### config.mk
export PLATFORM = sky130hd
export DESIGN_NAME = core_trace_top
export DESIGN_NICKNAME = d
export VERILOG_FILES = /design/src/verilog/core_trace_pkg.sv /design/src/verilog/core_trace_top.sv /design/src/verilog/exe_event_capture.sv /design/src/verilog/retire_trace.sv /design/src/verilog/stage_shadow.sv
export VERILOG_INCLUDE_DIRS = /design/src /design/src/verilog
export SDC_FILE = /design/constraint.sdc
export NUM_CORES = 1
export LEC_CHECK = 0
export ABC_AREA = 1
export BUFFER_PORTS_ARGS = -buffer_cell sky130_fd_sc_hd__buf_4
export CORE_AREA = 2 2 170 255
export DETAILED_ROUTE_END_ITERATION = 12
export DIE_AREA = 0 0 172 257
export PLACE_DENSITY = 0.84
export SLEW_MARGIN = 25
export SYNTH_ARGS = -nofsm -noshare
export SYNTH_HDL_FRONTEND = slang
export SYNTH_SLANG_ARGS = --single-unit
### constraint.sdc
create_clock -name clk -period 7.8 [get_ports clk]
set_input_delay 0.78 -clock clk [delete_from_list [all_inputs] [get_ports clk]]
set_output_delay 0.78 -clock clk [all_outputs]
set_load 0.02 [all_outputs]
### src/verilog/core_trace_defines.svh
`ifndef CORE_TRACE_DEFINES_SVH
`define CORE_TRACE_DEFINES_SVH

`default_nettype none

// datapath and address width
`define ARCH_WIDTH 32

// instruction word width
`define INST_WIDTH 32

// canonical nop, addi x0, x0, 0
`define NOP 32'h0000_0013

// width of every event counter
`define CNT_WIDTH 32

`default_nettype wire

`endif

### src/verilog/core_trace_pkg.sv
`include "core_trace_defines.svh"
`default_nettype none

package core_trace_pkg;

    // rv32i major opcodes, inst[6:0]
    typedef enum logic [6:0] {
        OPC7_R_TYPE = 7'b011_0011,
        OPC7_I_TYPE = 7'b001_0011,
        OPC7_LOAD   = 7'b000_0011,
        OPC7_STORE  = 7'b010_0011,
        OPC7_BRANCH = 7'b110_0011,
        OPC7_JAL    = 7'b110_1111,
        OPC7_JALR   = 7'b110_0111,
        OPC7_LUI    = 7'b011_0111,
        OPC7_AUIPC  = 7'b001_0111,
        OPC7_SYSTEM = 7'b111_0011
    } opc7_t;

    // NONE is zero so a cleared stage reads as unknown format
    typedef enum logic [2:0] {
        FMT_NONE = 3'd0,
        FMT_R    = 3'd1,
        FMT_I    = 3'd2,
        FMT_S    = 3'd3,
        FMT_B    = 3'd4,
        FMT_J    = 3'd5,
        FMT_U    = 3'd6
    } inst_fmt_t;

    // encoded as {store, size}, same as the core's dmem size view
    typedef enum logic [3:0] {
        DMEM_LB = 4'd0,
        DMEM_LH = 4'd1,
        DMEM_LW = 4'd2,
        DMEM_SB = 4'd4,
        DMEM_SH = 4'd5,
        DMEM_SW = 4'd6,
        DMEM_NA = 4'd8
    } dmem_acc_t;

    typedef enum logic {
        B_NT = 1'b0,
        B_T  = 1'b1
    } branch_res_t;

    typedef struct packed {
        logic en;
        logic bubble;
    } stage_ctrl_t;

    typedef struct packed {
        logic                   valid;
        logic [`ARCH_WIDTH-1:0] addr;
        logic                   store;
        logic [1:0]             size;
    } dmem_req_t;

    typedef struct packed {
        logic [`INST_WIDTH-1:0] inst;
        logic [`ARCH_WIDTH-1:0] pc;
        inst_fmt_t              fmt;
        logic                   flush;
    } inst_rec_t;

    typedef struct packed {
        logic                   branch;
        logic                   taken;
        logic                   bp_hit;
        dmem_acc_t              dmem_acc;
        logic [`ARCH_WIDTH-1:0] dmem_addr;
    } exe_event_t;

    typedef struct packed {
        inst_rec_t  inst_rec;
        exe_event_t exe_ev;
        logic       bubble;
    } trace_rec_t;

    typedef struct packed {
        logic [`CNT_WIDTH-1:0] retired;
        logic [`CNT_WIDTH-1:0] branches;
        logic [`CNT_WIDTH-1:0] taken;
        logic [`CNT_WIDTH-1:0] bp_hits;
        logic [`CNT_WIDTH-1:0] loads;
        logic [`CNT_WIDTH-1:0] stores;
        logic [`CNT_WIDTH-1:0] bubbles_seen;
    } trace_cnt_t;

endpackage

`default_nettype wire

### src/verilog/core_trace_top.sv
`timescale 1ns/1ns
`include "core_trace_defines.svh"
`default_nettype none

module core_trace_top
    import core_trace_pkg::*;
(
    input  logic                   clk,
    input  logic                   rst_n,
    input  stage_ctrl_t            ctrl_dec_exe,
    input  stage_ctrl_t            ctrl_exe_mem,
    input  stage_ctrl_t            ctrl_mem_wbk,
    input  logic [`INST_WIDTH-1:0] inst_dec,
    input  logic [`ARCH_WIDTH-1:0] pc_dec,
    input  branch_res_t            branch_resolution,
    input  logic                   bp_hit,
    input  dmem_req_t              dmem_req,
    input  logic                   inst_retired,
    output logic                   trace_valid,
    output trace_rec_t             trace,
    output trace_cnt_t             counts
);

    inst_rec_t  inst_exe;
    logic       bubble_exe;
    exe_event_t event_exe;
    inst_rec_t  inst_wbk;
    exe_event_t event_wbk;
    logic       bubble_wbk;

    exe_event_capture u_capture (
        .clk               (clk),
        .rst_n             (rst_n),
        .ctrl_dec_exe      (ctrl_dec_exe),
        .inst_dec          (inst_dec),
        .pc_dec            (pc_dec),
        .branch_resolution (branch_resolution),
        .bp_hit            (bp_hit),
        .dmem_req          (dmem_req),
        .inst_exe          (inst_exe),
        .bubble_exe        (bubble_exe),
        .event_exe         (event_exe)
    );

    stage_shadow #(.T(inst_rec_t)) u_inst_shadow (
        .clk          (clk),
        .rst_n        (rst_n),
        .ctrl_exe_mem (ctrl_exe_mem),
        .ctrl_mem_wbk (ctrl_mem_wbk),
        .payload_exe  (inst_exe),
        .bubble_exe   (bubble_exe),
        .payload_wbk  (inst_wbk),
        .bubble_wbk   (bubble_wbk)
    );

    // same controls as the inst shadow, so its bubble bit is a copy
    stage_shadow #(.T(exe_event_t)) u_event_shadow (
        .clk          (clk),
        .rst_n        (rst_n),
        .ctrl_exe_mem (ctrl_exe_mem),
        .ctrl_mem_wbk (ctrl_mem_wbk),
        .payload_exe  (event_exe),
        .bubble_exe   (bubble_exe),
        .payload_wbk  (event_wbk),
        .bubble_wbk   ()
    );

    retire_trace u_retire (
        .clk          (clk),
        .rst_n        (rst_n),
        .inst_wbk     (inst_wbk),
        .event_wbk    (event_wbk),
        .bubble_wbk   (bubble_wbk),
        .inst_retired (inst_retired),
        .trace_valid  (trace_valid),
        .trace        (trace),
        .counts       (counts)
    );

endmodule

`default_nettype wire

### src/verilog/exe_event_capture.sv
`timescale 1ns/1ns
`include "core_trace_defines.svh"
`default_nettype none

module exe_event_capture
    import core_trace_pkg::*;
(
    input  logic                   clk,
    input  logic                   rst_n,
    input  stage_ctrl_t            ctrl_dec_exe,
    input  logic [`INST_WIDTH-1:0] inst_dec,
    input  logic [`ARCH_WIDTH-1:0] pc_dec,
    input  branch_res_t            branch_resolution,
    input  logic                   bp_hit,
    input  dmem_req_t              dmem_req,
    output inst_rec_t              inst_exe,
    output logic                   bubble_exe,
    output exe_event_t             event_exe
);

    // opcode to format, anything unlisted is NONE
    function automatic inst_fmt_t classify(input logic [`INST_WIDTH-1:0] inst);
        inst_fmt_t fmt;
        case (inst[6:0])
            OPC7_R_TYPE: fmt = FMT_R;
            OPC7_I_TYPE,
            OPC7_LOAD,
            OPC7_JALR,
            OPC7_SYSTEM: fmt = FMT_I;
            OPC7_STORE:  fmt = FMT_S;
            OPC7_BRANCH: fmt = FMT_B;
            OPC7_JAL:    fmt = FMT_J;
            OPC7_LUI,
            OPC7_AUIPC:  fmt = FMT_U;
            default:     fmt = FMT_NONE;
        endcase
        return fmt;
    endfunction

    // dec -> exe stage register
    always_ff @(posedge clk) begin
        if (!rst_n) begin
            inst_exe   <= '0;
            bubble_exe <= 1'b1;
        end else if (ctrl_dec_exe.en) begin
            if (ctrl_dec_exe.bubble) begin
                inst_exe   <= '0;
                bubble_exe <= 1'b1;
            end else begin
                inst_exe.inst  <= inst_dec;
                inst_exe.pc    <= pc_dec;
                inst_exe.fmt   <= classify(inst_dec);
                inst_exe.flush <= (inst_dec == '0);
                bubble_exe     <= 1'b0;
            end
        end
    end

    logic      is_branch;
    dmem_acc_t acc_exe;

    assign is_branch = (inst_exe.inst[6:0] == OPC7_BRANCH);

    // dword sizes do not exist on rv32, treat them as no access
    always_comb begin
        acc_exe = DMEM_NA;
        if (dmem_req.valid) begin
            case ({dmem_req.store, dmem_req.size})
                3'b000:  acc_exe = DMEM_LB;
                3'b001:  acc_exe = DMEM_LH;
                3'b010:  acc_exe = DMEM_LW;
                3'b100:  acc_exe = DMEM_SB;
                3'b101:  acc_exe = DMEM_SH;
                3'b110:  acc_exe = DMEM_SW;
                default: acc_exe = DMEM_NA;
            endcase
        end
    end

    always_comb begin
        event_exe.branch    = is_branch;
        event_exe.taken     = is_branch && (branch_resolution == B_T);
        event_exe.bp_hit    = is_branch && bp_hit;
        event_exe.dmem_acc  = acc_exe;
        event_exe.dmem_addr = dmem_req.valid ? dmem_req.addr : '0;
    end

endmodule

`default_nettype wire

### src/verilog/retire_trace.sv
`timescale 1ns/1ns
`default_nettype none

module retire_trace
    import core_trace_pkg::*;
(
    input  logic       clk,
    input  logic       rst_n,
    input  inst_rec_t  inst_wbk,
    input  exe_event_t event_wbk,
    input  logic       bubble_wbk,
    input  logic       inst_retired,
    output logic       trace_valid,
    output trace_rec_t trace,
    output trace_cnt_t counts
);

    logic retire;
    logic is_load;
    logic is_store;

    // only a real instruction in wbk produces a record
    assign retire = inst_retired && !bubble_wbk;

    assign is_load  = event_wbk.dmem_acc inside {DMEM_LB, DMEM_LH, DMEM_LW};
    assign is_store = event_wbk.dmem_acc inside {DMEM_SB, DMEM_SH, DMEM_SW};

    always_ff @(posedge clk) begin
        if (!rst_n) begin
            trace_valid <= 1'b0;
        end else begin
            trace_valid <= retire;
        end
    end

    // record holds until the next retirement
    always_ff @(posedge clk) begin
        if (retire) begin
            trace.inst_rec <= inst_wbk;
            trace.exe_ev   <= event_wbk;
            trace.bubble   <= bubble_wbk;
        end
    end

    // per-record event counters
    always_ff @(posedge clk) begin
        if (!rst_n) begin
            counts.retired  <= '0;
            counts.branches <= '0;
            counts.taken    <= '0;
            counts.bp_hits  <= '0;
            counts.loads    <= '0;
            counts.stores   <= '0;
        end else if (retire) begin
            counts.retired <= counts.retired + 1'b1;
            if (event_wbk.branch) begin
                counts.branches <= counts.branches + 1'b1;
            end
            if (event_wbk.taken) begin
                counts.taken <= counts.taken + 1'b1;
            end
            if (event_wbk.bp_hit) begin
                counts.bp_hits <= counts.bp_hits + 1'b1;
            end
            if (is_load) begin
                counts.loads <= counts.loads + 1'b1;
            end
            if (is_store) begin
                counts.stores <= counts.stores + 1'b1;
            end
        end
    end

    // every cycle with a bubble sitting in wbk, retired or not
    always_ff @(posedge clk) begin
        if (!rst_n) begin
            counts.bubbles_seen <= '0;
        end else if (bubble_wbk) begin
            counts.bubbles_seen <= counts.bubbles_seen + 1'b1;
        end
    end

endmodule

`default_nettype wire

### src/verilog/stage_shadow.sv
`timescale 1ns/1ns
`default_nettype none

module stage_shadow
    import core_trace_pkg::*;
#(
    parameter type T = inst_rec_t
) (
    input  logic        clk,
    input  logic        rst_n,
    input  stage_ctrl_t ctrl_exe_mem,
    input  stage_ctrl_t ctrl_mem_wbk,
    input  T            payload_exe,
    input  logic        bubble_exe,
    output T            payload_wbk,
    output logic        bubble_wbk
);

    T     payload_mem;
    logic bubble_mem;

    // exe -> mem
    always_ff @(posedge clk) begin
        if (!rst_n) begin
            payload_mem <= '0;
            bubble_mem  <= 1'b1;
        end else if (ctrl_exe_mem.en) begin
            if (ctrl_exe_mem.bubble) begin
                payload_mem <= '0;
                bubble_mem  <= 1'b1;
            end else begin
                payload_mem <= payload_exe;
                // upstream bubble rides along with its payload
                bubble_mem  <= bubble_exe;
            end
        end
    end

    // mem -> wbk
    always_ff @(posedge clk) begin
        if (!rst_n) begin
            payload_wbk <= '0;
            bubble_wbk  <= 1'b1;
        end else if (ctrl_mem_wbk.en) begin
            if (ctrl_mem_wbk.bubble) begin
                payload_wbk <= '0;
                bubble_wbk  <= 1'b1;
            end else begin
                payload_wbk <= payload_mem;
                bubble_wbk  <= bubble_mem;
            end
        end
    end

endmodule

`default_nettype wire
; ---- Word level (Yosys, flattened, before mapping)
; Index checks and enable logic that the tools add are counted.
[totals]
ff_bits = 618
input_bits = 111
wordCells = 99
[op_classes]
addsub = 7
eq_ne = 21
n_mux = 12
reduce_logical = 16
[op_table]
columns = operator, n
row1 = $add 32x1->32 const B, 7
row2 = $mux 68, 3
row3 = $mux 39, 2
row4 = $eq 7x7->1 const B, 5
row5 = $logic_not 32->1, 1
row6 = $mux 32, 1
row7 = $pmux 4 s6, 1
row8 = $eq 7x6->1 const B, 3
row9 = $pmux 3 s6, 1
row10 = $eq 7x5->1 const B, 2
row11 = $eq 4x3->1 const B, 3
row12 = $reduce_and 2->1, 5
row13 = $eq 3x3->1 const B, 3
row14 = $eq 7x2->1 const B, 1
row15 = $reduce_bool 3->1, 2
row16 = $eq 4x1->1 const B, 1
row17 = $eq 4x2->1 const B, 1
row18 = $logic_not 4->1, 1
row19 = $mux 4, 1
row20 = $reduce_or 4->1, 1
row21 = $eq 3x1->1 const B, 1
row22 = $eq 3x2->1 const B, 1
row23 = $logic_and 1x1->1, 3
row24 = $logic_not 3->1, 1
row25 = other kinds (3), 5

; ---- Logic depth before layout (Yosys ltp)
; Gate-level depths: netlist of run 1.
[depth]
ltp_word = 4
ltp_mapped = 12
ltp_nobuf = 11

; ---- Modules after synthesis
; A second synthesis of run 1 with hierarchy kept.
[unflattened]
hier_cells = 3420
area_unflattened_um2 = 26147.6
[by_module_without_submodules]
columns = mod, instances, cells_per_inst, area_per_inst_um2, seq_area_each_um2
row1 = retire_trace, 1, 2003, 15264.6, 7747.4
row2 = stage_shadow at u_inst_shadow, 1, 614, 4993.5, 2762.6
row3 = stage_shadow at u_event_shadow, 1, 358, 2961.6, 1601.5
row4 = exe_event_capture, 1, 445, 2927.8, 1381.3

; ---- Worst setup path before layout of run 1
; OpenSTA, ideal clock, no wires.
[synth_timing]
kind = input port to flip-flop
startpoint = input port inst_retired
endpoint = register u_retire.counts[175] (netlist name)
setup_ns = 0.128
arrival_time_ns = 3.586
required_time_ns = 7.672
setup_slack_ns = 4.086
path_stages = 9
n_path_buf = 0
path_cell_list = inv_2 -> nor2_4 -> nand2_1 -> nor2_1 -> nand4_1 -> nor2_1 -> nand2_1 -> nand2_1 -> nor2_1
[synth_between]
elab_chain_len = 2
[synth_rtl]
columns = item, line
row1 = start: declaration, core_trace_top.sv:18  ; input logic inst_retired,
row2 = $logic_and 1x1->1, retire_trace.sv:23  ; assign retire = inst_retired && !bubble_wbk;
row3 = via u_retire.retire, retire_trace.sv:18  ; logic retire;
row4 = $reduce_and 2->1 (no source line), n/a
; The timed path passes the listed nets, and every way through them passes these cells.
; A chain may end at the register's enable or synchronous reset.

; ---- Worst setup path after layout of run 1
[layout_timing]
startpoint = register u_inst_shadow.bubble_wbk
endpoint = register u_retire.counts[112] (netlist name)
[layout_between]
elab_chain_len = 3
[layout_rtl]
columns = item, line
row1 = start: declaration, stage_shadow.sv:16  ; output logic bubble_wbk
row2 = start signal: assignment, stage_shadow.sv:50  ; bubble_wbk <= bubble_mem;
row3 = $logic_not 1->1, retire_trace.sv:23
row4 = $logic_and 1x1->1, retire_trace.sv:23
row5 = via u_retire.retire, retire_trace.sv:18
row6 = $reduce_and 2->1 (no source line), n/a
; The timed path passes the listed nets, and every way through them passes these cells.

==> results of run 1 <==
## critical path, stage by stage, from the launching register on
cell	delay [ns]
dfxtp_1	0.49
nor2_4	0.42
buf_4	0.55
nand2_2	0.29
nor2_2	0.19
nand2_1	0.15
nor2_1	0.26
a31oi_1	0.15
nor2_1	0.15
## routing by layer
metal	share of wire	wire length, µm
met1	0.36	26300
met2	0.50	36600
met3	0.080	5880
met5	0	0
met4	0.059	4310
## through the flow
stage	power, W	setup slack (ns)	instance area, µm²	util	cells
2_1_floorplan	0.00359	4.09	24900	-	3235
3_3_place_gp	0.00372	4.23	28600	0.682	4125
3_5_place_dp	0.00373	4.11	28600	0.682	4125
4_1_cts	0.00650	4.48	30500	0.727	4229
5_1_grt	0.00667	4.81	30500	0.728	4230
6_report	0.00648	5.04	30500	0.728	4230
## Yosys cell counts (2+ instances only)
library cell / count
nand2_1: 837
nor3_1: 38
clkbuf_1: 116
a21oi_1: 397
o21bai_1: 6
nand3_2: 4
nand4_1: 56
nand3b_1: 5
dfxtp_1: 510
buf_1: 11
nand3_1: 125
a211oi_1: 7
xor2_1: 23
and3_1: 4
nor2_1: 501
a31oi_1: 8
inv_2: 5
inv_1: 226
nor3b_1: 10
edfxtp_1: 108
o21ai_0: 178
nand2_2: 2
xnor2_1: 9
ha_1: 7
nor2_2: 7
nor2_4: 7
o21a_1: 10
## sequential cells by signal, indices dropped and copies added (netlist names)
signal,flops
u_retire.counts,224
u_retire.trace,108
u_capture.inst_exe,68
u_inst_shadow.payload_mem,68
u_inst_shadow.payload_wbk,68
u_event_shadow.payload_mem,39
u_event_shadow.payload_wbk,39
u_capture.bubble_exe,1
u_inst_shadow.bubble_mem,1
u_inst_shadow.bubble_wbk,1
u_retire.trace_valid,1
## where the power goes
part	internal (W)	switching, W
sequential	0.00331	0.0000359
combinational	0.000109	0.000212
clock	0.00161	0.00120
## final timing paths
path                                startpoint                   end  slack (ns)  cells past startpoint
setup / recovery      u_inst_shadow.bubble_wbk  u_retire.counts[112]        5.04                      8
hold / removal    u_inst_shadow.payload_wbk[3]    u_retire.trace[43]        0.42                      0
setup reg to reg      u_inst_shadow.bubble_wbk  u_retire.counts[112]        5.04                      8
hold reg to reg   u_inst_shadow.payload_wbk[3]    u_retire.trace[43]        0.42                      0
## final cells by class
class,count,area [µm²],share of cell area
sequential,618,13500,0.441
multi-input combinational,2254,10100,0.331
timing repair buffer,457,3450,0.113
clock buffer,80,1570,0.0515
inverter,233,892,0.0293
tap,564,706,0.0231
clock inverter,24,317,0.0104
## cells by family (layout without fill, tap and decap cells)
group,after synthesis,after routing,synth area share
AO/OA/AOI/OAI,612,612,0.126
XOR/XNOR,32,32,0.0112
adder cells (fa/ha/maj),7,7,0.00352
buffers and inverters,363,794,0.0552
flip-flops,618,618,0.540
AND/OR/NAND/NOR,1603,1603,0.264
==> flow_metrics.env, run 1 <==
export IMPL_antenna_violations_before_repair=0
export IMPL_cts_sink_count=618
export IMPL_final_common_cell="nand2_1"
export IMPL_timing_max_cap_violations=0
export IMPL_worst_pin_slew_ns=0.912
export IMPL_worstSetupPathType="reg2reg"
export IMPL_drtIter0Drc=1909
export IMPL_cp_start_kind="flip-flop"
export IMPL_finish_stage_setup_viols=0
export IMPL_grt_met3_usage=0.0735
export IMPL_tritoncts="yes"
export IMPL_via_count_of_the_first_global_routing_pass=22300
export IMPL_design_die_area_um2=44200
export IMPL_timing_max_slew_rel_slack=0.392
export IMPL_timing_hold_ws_ns=0.418
export IMPL_critical_path_arrival_ns=3.28
export IMPL_final_min_clock_period_ns=2.76
export IMPL_clk_pin_slew_worst_paths_ns=0.07
export IMPL_number_of_warnings_reported_in_the_yosys_synthesis_log=0
export IMPL_chipHeight_um=257
export IMPL_num_rows=92
export IMPL_post_synth_inst_count=3235
export IMPL_drtPass1Iterations=6
export IMPL_largest_driver_fanout_on_the_critical_path=38
export IMPL_mostFrequentLayoutCells="837 x nand2_1, 510 x dfxtp_1, 499 x nor2_1"
export IMPL_gpl_final_weighted_congestion=0.923
export IMPL_rsz0062_at_grt="false"
export IMPL_cts_htree_levels=2
export IMPL_timing_critical_path_to_type="flip-flop"
export IMPL_post_cts_resize_count=0
export IMPL_antenna_cells_inserted=0
export IMPL_clk_skew_ns=0.0116
export IMPL_vdd_ir_drop_worst_uv=179
export IMPL_initial_utilization=0.595
export IMPL_cts_hold_buffers=0
export IMPL_drive_gt1_frac=0.158
export IMPL_fmaxAchievable_ghz=0.363
export IMPL_dr_total_vias=23500
export IMPL_postSynthAreaPerCell_um2=7.70
export IMPL_cts_root_buf="clkbuf_16"
export IMPL_worstHoldPathType="reg2reg"
export IMPL_i_o_pin_count=444
export IMPL_tritoncts_num_buffers=55
export IMPL_p_leak_nw=11.7
export IMPL_number_of_synthesized_register_bits=618
export IMPL_floorplan_die_width_um=172
export IMPL_buffer_ports_inserted=443
export IMPL_met1_usage=0.354
export IMPL_grt_pass1_wl_mm=114
export IMPL_detail_route_antenna_nets=0
export IMPL_fillers=3343
export IMPL_setup_tns_final_ns=0
export IMPL_wl_per_cell_um=17.3
export IMPL_gr_total_overflow=0
export IMPL_syn_to_final_growth_pct=22.4
export IMPL_ys_dominant_reg_cell="dfxtp_1"
export IMPL_clock_tree_buffer_depth=3
export IMPL_synth_edff_count=108
export IMPL_critical_path_required_ns=8.32
export IMPL_share_of_synthesized_flip_flops_with_an_asynchronous_set_or_reset=0
export IMPL_busiest_layer="met2"
export IMPL_finalHoldViolCount=0
export IMPL_synthDistinctLibCells=45
export IMPL_synth_area_leaders="dfxtp_1 41%, edfxtp_1 13%, nand2_1 13%"
export IMPL_finalNetCount=3737
export IMPL_maximum_number_of_pins_on_one_net_before_global_route_repair=176
export IMPL_status="completed"
export IMPL_drcViolationCount=0
export IMPL_drt_vias_per_instance=5.56
export IMPL_gr_usage_met2=0.563
export IMPL_worstSkewPairLatency_ns=0.59
export IMPL_grt_use_total=0.321
export IMPL_place_detailed_hpwl_mm=50.6
export IMPL_synth_yosys_seq_area_share=0.540
export IMPL_mappedNetlistNets=3353
export IMPL_core_region_area_um2=41900
export IMPL_number_of_buffers_inserted_to_repair_setup_after_cts=0
export IMPL_power_per_cell_area_nw_per_um2=212
export IMPL_routed_wirelength_mm=73.1
export IMPL_synth_area_leader_cell="dfxtp_1"
export IMPL_yosysTopAreaCellShare=0.410
export IMPL_synth_cell_area_um2=24900
export IMPL_final_number_of_max_transition_violations=0
export IMPL_timing_final_crit_share=0.354
(Power assumes the default switching activity.)
==> run 2: changes to the inputs <==
--- a/config.mk
+++ b/config.mk
@@ -8,10 +8,10 @@
 export LEC_CHECK = 0
 export ABC_AREA = 1
 export BUFFER_PORTS_ARGS = -buffer_cell sky130_fd_sc_hd__buf_4
-export CORE_AREA = 2 2 170 255
+export CORE_AREA = 2 2 176 264
 export DETAILED_ROUTE_END_ITERATION = 12
-export DIE_AREA = 0 0 172 257
-export PLACE_DENSITY = 0.84
+export DIE_AREA = 0 0 178 266
+export PLACE_DENSITY = 0.79
 export SLEW_MARGIN = 25
 export SYNTH_ARGS = -nofsm -noshare
 export SYNTH_HDL_FRONTEND = slang
==> constraint.sdc (replaced) <==
create_clock -name clk -period 2.81 [get_ports clk]
set_input_delay 0.281 -clock clk [delete_from_list [all_inputs] [get_ports clk]]
set_output_delay 0.281 -clock clk [all_outputs]
set_load 0.02 [all_outputs]
==> flow_metrics.env, run 2 (synthesis gave the netlist of run 1 again) <==
export IMPL_holdPathEnd="u_capture.inst_exe[36]"
export IMPL_chipHeight_um=266
export IMPL_total_area_of_multi_input_combinational_cells_um2=10200
export IMPL_critPathSlowestCell="nor2_4"
export IMPL_power_per_cell_area_nw_per_um2=564
export IMPL_path_cells="buf_4 -> nor2_4 -> nand2_1 -> nor2_4 -> nand3b_1 -> nor2_2 -> nand3_1 -> nand2_1 -> nor2_1"
export IMPL_setup_tns_final_ns=0
export IMPL_num_rows=96
export IMPL_wl_per_cell_um=16.9
export IMPL_gpl_final_weighted_congestion=0.952
export IMPL_grt_use_total=0.305
export IMPL_p_switching_w=0.00412
export IMPL_timing_critical_path_to_type="flip-flop"
export IMPL_drcViolationCount=0
export IMPL_timing_final_crit_share=0.730
export IMPL_finalHoldViolCount=0
export IMPL_final_common_cell="nand2_1"
export IMPL_final_number_of_max_transition_violations=0
export IMPL_fillers=3622
export IMPL_cts_root_buf="clkbuf_16"
export IMPL_drtPass1Iterations=6
export IMPL_detail_route_antenna_nets=0
export IMPL_clock_tree_buffer_depth=3
export IMPL_syn_to_final_growth_pct=27.5
export IMPL_power_share_clock=0.423
export IMPL_reg2reg_depth=9
export IMPL_fmaxAchievable_ghz=0.488
export IMPL_finalNetCount=3859
export IMPL_timing_hold_ws_ns=0.0215
export IMPL_int_pwr_w=0.0138
export IMPL_gr_total_overflow=0
export IMPL_p_leak_nw=12.2
export IMPL_pwr_share_seq=0.518
export IMPL_registers_top_by_ff_count="u_retire.counts"
export IMPL_worst_pin_slew_ns=0.771
export IMPL_via_count_of_the_first_global_routing_pass=22100
export IMPL_drtIter0Drc=1399
export IMPL_clk_pin_slew_worst_paths_ns=0.07
export IMPL_timing_critical_path_from="u_inst_shadow.bubble_wbk"
export IMPL_dpl_cell_count=4163
export IMPL_hp_start="ctrl_dec_exe[0]"
export IMPL_floorplan_die_width_um=178
export IMPL_clk_skew_ns=0.0128
export IMPL_finish_stage_setup_viols=0
export IMPL_maximum_number_of_pins_on_one_net_before_global_route_repair=108
export IMPL_drt_vias_per_instance=5.38
export IMPL_tritoncts_num_buffers=56
export IMPL_place_detailed_hpwl_mm=49.1
export IMPL_regToRegSetupSlack_ns=0.76
export IMPL_worstReg2RegStart="u_inst_shadow.bubble_wbk"
export IMPL_cp_start_kind="flip-flop"
export IMPL_worst_r2r_endpoint="u_retire.counts[57]"
export IMPL_reg_largest_list="u_retire.counts x224, u_retire.trace x108"
export IMPL_initial_utilization=0.550
export IMPL_number_of_buffers_inserted_to_repair_setup_after_cts=0
export IMPL_p_sw_frac=0.230
export IMPL_cts_htree_levels=2
export IMPL_timing_max_cap_violations=0
export IMPL_vdd_ir_drop_worst_uv=585
export IMPL_status="completed"
export IMPL_buffer_ports_inserted=443
export IMPL_flip_flop_count_of_the_largest_register_all_copies_and_words_added=224
export IMPL_mostFrequentLayoutCells="836 x nand2_1, 510 x dfxtp_1, 490 x nor2_1"
export IMPL_layout_area_seq_um2=13500
export IMPL_crit_path_max_incr_delay_ns=0.36
export IMPL_timing_max_slew_rel_slack=0.486
export IMPL_pwr_share_comb=0.059
export IMPL_core_region_area_um2=45300
export IMPL_total_power_w=0.0179
export IMPL_worstSkewPairLatency_ns=0.60
export IMPL_antenna_violations_before_repair=1
export IMPL_largest_driver_fanout_on_the_critical_path=15
export IMPL_tritoncts="yes"
export IMPL_rsz0062_at_grt="false"
export IMPL_cts_sink_count=618
export IMPL_dr_total_vias=23600
export IMPL_finish_cell_count_without_fillers=4376
export IMPL_final_min_clock_period_ns=2.05
export IMPL_design_die_area_um2=47300
export IMPL_worstSetupPathType="reg2reg"
export IMPL_worstHoldPathType="in2reg"
export IMPL_routed_wirelength_mm=73.9
export IMPL_drive_gt1_frac=0.159
export IMPL_grt_pass1_wl_mm=115
export IMPL_critical_path_required_ns=3.31
export IMPL_critical_path_arrival_ns=2.55
export IMPL_worst_hold_path_num_cells=4
export IMPL_i_o_pin_count=444
==> run 2: changes by cell type in the layout (fill, tap and decap cells not counted), moves of 3 or more <==
| cell | delta |
|---|---|
| buf_12 | +7 |
| buf_4 | +7 |
| bufinv_16 | -5 |
| clkbuf_1 | +6 |
| clkinv_2 | -3 |
| dlygate4sd3_1 | +108 |
| nand3_1 | -3 |
| nor2_1 | -9 |
| nor2_2 | +8 |
| o21ai_0 | -15 |
| o21ai_1 | +15 |
==> run 2: layout make-up <==
type,instances,share of cell area
Inverter,233,0.0279
Clock inverter,14,0.00457
Tap cell,588,0.0232
Timing Repair Buffer,578,0.148
Sequential cell,618,0.423
Antenna cell,1,0.0000788
Multi-Input combinational cell,2254,0.320
Clock buffer,90,0.0526
==> run 2: per-stage QoR <==
step | area (µm²) | utilization | setup slack, ns
finish | 31800 | 0.702 | 0.760
global route | 31800 | 0.702 | 0.572
CTS | 31800 | 0.702 | 0.746
detailed placement | 28900 | 0.638 | 0.754
global placement | 28900 | 0.638 | 0.790
floorplan | 25000 | - | -0.511
==> run 2: timing repair <==
item | 4_1_cts | 5_1_grt
hold buffers | 108 | 0
resized for setup | 0 | 0
hold endpoints to repair | 103 | 0
==> run 2: how the worst max path moves through the flow <==
stage | end | slack, ns | cells after the start
3_5_place_dp | u_retire.counts[57] | 0.75 | 9
6_report | u_retire.counts[57] | 0.76 | 9
5_1_grt | u_retire.counts[57] | 0.57 | 9
2_1_floorplan | u_retire.counts[176] | -0.51 | 8
4_1_cts | u_retire.counts[57] | 0.75 | 9
3_3_place_gp | u_retire.counts[53] | 0.79 | 9
==> run 2: power by group through the flow <==
stage / Sequential [W] / Combinational, W / Clock (W)
2_1_floorplan: 0.00950 / 0.000478 / 0
3_3_place_gp: 0.00947 / 0.000907 / 0
3_5_place_dp: 0.00947 / 0.000919 / 0
4_1_cts: 0.00928 / 0.00105 / 0.00768
5_1_grt: 0.00929 / 0.00115 / 0.00805
6_report: 0.00928 / 0.00106 / 0.00758
==> run 2: per-layer routing <==
layer	vias up	global-route usage	wire length (µm)
li1	11600	-	-
met1	10900	0.358	28100
met2	888	0.529	36800
met3	228	0.0505	4920
met4	0	0.160	4090
met5	-	0	0
==> run 2: critical path, delay by kind of cell, from the launching register on <==
| family | cells | cell delay [ns] |
|---|---|---|
| simple gates | 8 | 1.45 |
| flops | 1 | 0.32 |
| buf+inv | 1 | 0.18 |
==> run 3: changes to the inputs <==
--- a/config.mk
+++ b/config.mk
@@ -8,10 +8,10 @@
 export LEC_CHECK = 0
 export ABC_AREA = 1
 export BUFFER_PORTS_ARGS = -buffer_cell sky130_fd_sc_hd__buf_4
-export CORE_AREA = 2 2 176 264
+export CORE_AREA = 2 2 186 279
 export DETAILED_ROUTE_END_ITERATION = 12
-export DIE_AREA = 0 0 178 266
-export PLACE_DENSITY = 0.79
+export DIE_AREA = 0 0 188 281
+export PLACE_DENSITY = 0.75
 export SLEW_MARGIN = 25
 export SYNTH_ARGS = -nofsm -noshare
 export SYNTH_HDL_FRONTEND = slang
==> constraint.sdc (replaced) <==
create_clock -name clk -period 1.8 [get_ports clk]
set_input_delay 0.18 -clock clk [delete_from_list [all_inputs] [get_ports clk]]
set_output_delay 0.18 -clock clk [all_outputs]
set_load 0.02 [all_outputs]
==> flow_metrics.env, run 3 (synthesis gave the netlist of run 1 again) <==
export IMPL_core_region_area_um2=50400
export IMPL_critical_path_required_ns=2.30
export IMPL_drive_gt1_frac=0.184
export IMPL_i_o_pin_count=444
export IMPL_finalNetCount=3934
export IMPL_finalHoldViolCount=0
export IMPL_status="completed"
export IMPL_finish_cell_count_without_fillers=4533
export IMPL_pwr_share_comb=0.061
export IMPL_registers_top_by_ff_count="u_retire.counts"
export IMPL_cts_htree_levels=2
export IMPL_setup_worst_path_end="u_retire.counts[57]"
export IMPL_antenna_violations_before_repair=2
export IMPL_mostFrequentLayoutCells="835 x nand2_1, 526 x buf_4, 500 x dfxtp_1"
export IMPL_chipHeight_um=281
export IMPL_drt_vias_per_instance=5.29
export IMPL_timing_critical_path_to_type="flip-flop"
export IMPL_worst_pin_slew_ns=0.761
export IMPL_floorplan_die_width_um=188
export IMPL_gr_total_overflow=0
export IMPL_met2_length_mm=37.4
export IMPL_clock_tree_buffer_depth=3
export IMPL_num_rows=101
export IMPL_grt_use_total=0.275
export IMPL_grt_pass1_wl_mm=118
export IMPL_final_design_area_no_fill_um2=32700
export IMPL_cts_sink_count=618
export IMPL_regToRegSetupSlack_ns=0.07
export IMPL_p_switching_w=0.00649
export IMPL_via_count_of_the_first_global_routing_pass=22800
export IMPL_gpl_final_weighted_congestion=0.960
export IMPL_final_number_of_max_transition_violations=0
export IMPL_reg2reg_depth=10
export IMPL_final_min_clock_period_ns=1.73
export IMPL_drtIter0Drc=1429
export IMPL_worstHoldPathType="in2reg"
export IMPL_timing_max_cap_violations=0
export IMPL_final_common_cell="nand2_1"
export IMPL_routed_wirelength_mm=75.2
export IMPL_drcViolationCount=0
export IMPL_timing_max_slew_rel_slack=0.493
export IMPL_fmaxAchievable_ghz=0.580
export IMPL_initial_utilization=0.494
export IMPL_dr_wl_met3_mm=4.80
export IMPL_postPlaceCellArea_um2=29600
export IMPL_buffer_ports_inserted=443
export IMPL_fillers=4311
export IMPL_timing_final_crit_share=0.959
export IMPL_worstSetupPathType="reg2reg"
export IMPL_critical_path_arrival_ns=2.23
export IMPL_routedLengthMet1_mm=28.5
export IMPL_worst_r2r_endpoint="u_retire.counts[57]"
export IMPL_clk_pin_slew_worst_paths_ns=0.07
export IMPL_timing_critical_path_from="u_inst_shadow.bubble_wbk"
export IMPL_power_share_clock=0.433
export IMPL_flip_flop_count_of_the_largest_register_all_copies_and_words_added=224
export IMPL_finish_stage_setup_viols=0
export IMPL_top_signal_layer_used="met4"
export IMPL_syn_to_final_growth_pct=31.4
export IMPL_largest_driver_fanout_on_the_critical_path=6
export IMPL_pwr_share_seq=0.506
export IMPL_total_power_w=0.0286
export IMPL_reg_largest_list="u_retire.counts x224, u_retire.trace x108"
export IMPL_wl_per_cell_um=16.6
export IMPL_total_area_of_multi_input_combinational_cells_um2=10200
export IMPL_clk_skew_ns=0.0188
export IMPL_dpl_cell_count=4311
export IMPL_place_detailed_hpwl_mm=50.8
export IMPL_worstSkewPairLatency_ns=0.61
export IMPL_maximum_number_of_pins_on_one_net_before_global_route_repair=108
export IMPL_cts_root_buf="clkbuf_16"
export IMPL_tritoncts="yes"
export IMPL_detail_route_antenna_nets=0
export IMPL_int_pwr_w=0.0221
export IMPL_tritoncts_num_buffers=56
export IMPL_power_per_cell_area_nw_per_um2=873
export IMPL_p_leak_nw=12.7
export IMPL_vdd_ir_drop_worst_uv=833
export IMPL_cp_start_kind="flip-flop"
export IMPL_layout_area_seq_um2=13500
export IMPL_dr_total_vias=24000
export IMPL_worstReg2RegStart="u_inst_shadow.bubble_wbk"
export IMPL_p_sw_frac=0.227
export IMPL_drtPass1Iterations=6
export IMPL_design_die_area_um2=52800
## run 3: changes by cell type in the layout (fill, tap and decap cells not counted), moves of 7 or more
cell	change
nor2_2	+12
dfxtp_2	+10
clkbuf_1	-7
nor2_1	-15
dfxtp_1	-10
buf_12	+10
buf_4	+65
## run 3: timing repair
action / CTS / global route
gates resized for setup: 1 / 32
hold endpoints to repair: 127 / 0
setup endpoints to repair: 3 / 44
pin swaps: 0 / 4
buffers inserted: 0 / 8
hold buffers: 108 / 0
## run 3: power by group through the flow
stage	Sequential [W]	Combinational [W]	Clock, W
5_1_grt	0.0145	0.00188	0.0131
6_report	0.0145	0.00173	0.0124
2_1_floorplan	0.0148	0.000746	0
3_5_place_dp	0.0148	0.00151	0
4_1_cts	0.0145	0.00171	0.0126
3_3_place_gp	0.0148	0.00150	0
## run 3: worst min path at each step
| stage | startpoint | end | slack [ns] | cells past startpoint |
|---|---|---|---|---|
| finish | dmem_req[35] | u_event_shadow.payload_mem[33] | 0.03 | 5 |
| detailed placement | u_event_shadow.payload_wbk[1] | u_retire.trace[2] | 0.41 | 0 |
| global placement | u_inst_shadow.payload_wbk[59] | u_retire.trace[99] | 0.41 | 0 |
| global route | dmem_req[35] | u_event_shadow.payload_mem[33] | 0.05 | 5 |
| floorplan | ctrl_exe_mem[1] | u_inst_shadow.bubble_mem | 0.32 | 2 |
| CTS | dmem_req[35] | u_event_shadow.payload_mem[33] | 0.005 | 5 |
## run 3: final cells by class
cell class                 count  share of cell area
antenna                        2            0.000153
clock buffer                  87              0.0516
clock inverter                17             0.00688
inverter                     233              0.0271
multi-input combinational   2254               0.312
sequential                   618               0.411
tap                          669              0.0256
timing repair buffer         653               0.165
## run 3: per-layer routing
metal	track usage	up-vias
met1	0.312	11000
met2	0.492	954
li1	-	11700
met5	0	-
met4	0.155	0
met3	0.0395	269
## run 3: worst max-delay path, cell delays in order (launching register included)
cell and delay, ns:
dfxtp_1 0.33, buf_4 0.16, nor2_4 0.10, buf_4 0.15, nand2_1 0.11, nor2_4 0.20
nand3b_1 0.19, nor2_2 0.18, nand3_1 0.09, nand2_1 0.07, nor2_1 0.04
## run 3: per-stage QoR
| step | setup slack (ns) | utilization | hold WS (ns) | setup TNS, ns |
|---|---|---|---|---|
| after detailed placement | -0.0224 | 0.587 | 0.409 | -0.0335 |
| after CTS | -0.0112 | 0.646 | 0.00512 | -0.0195 |
| after global routing | -0.0295 | 0.649 | 0.0462 | -0.172 |
| final | 0.0747 | 0.649 | 0.0306 | 0 |
| after floorplan | -1.52 | - | 0.316 | -178.34 |
| after global placement | 0.0202 | 0.587 | 0.405 | 0 |
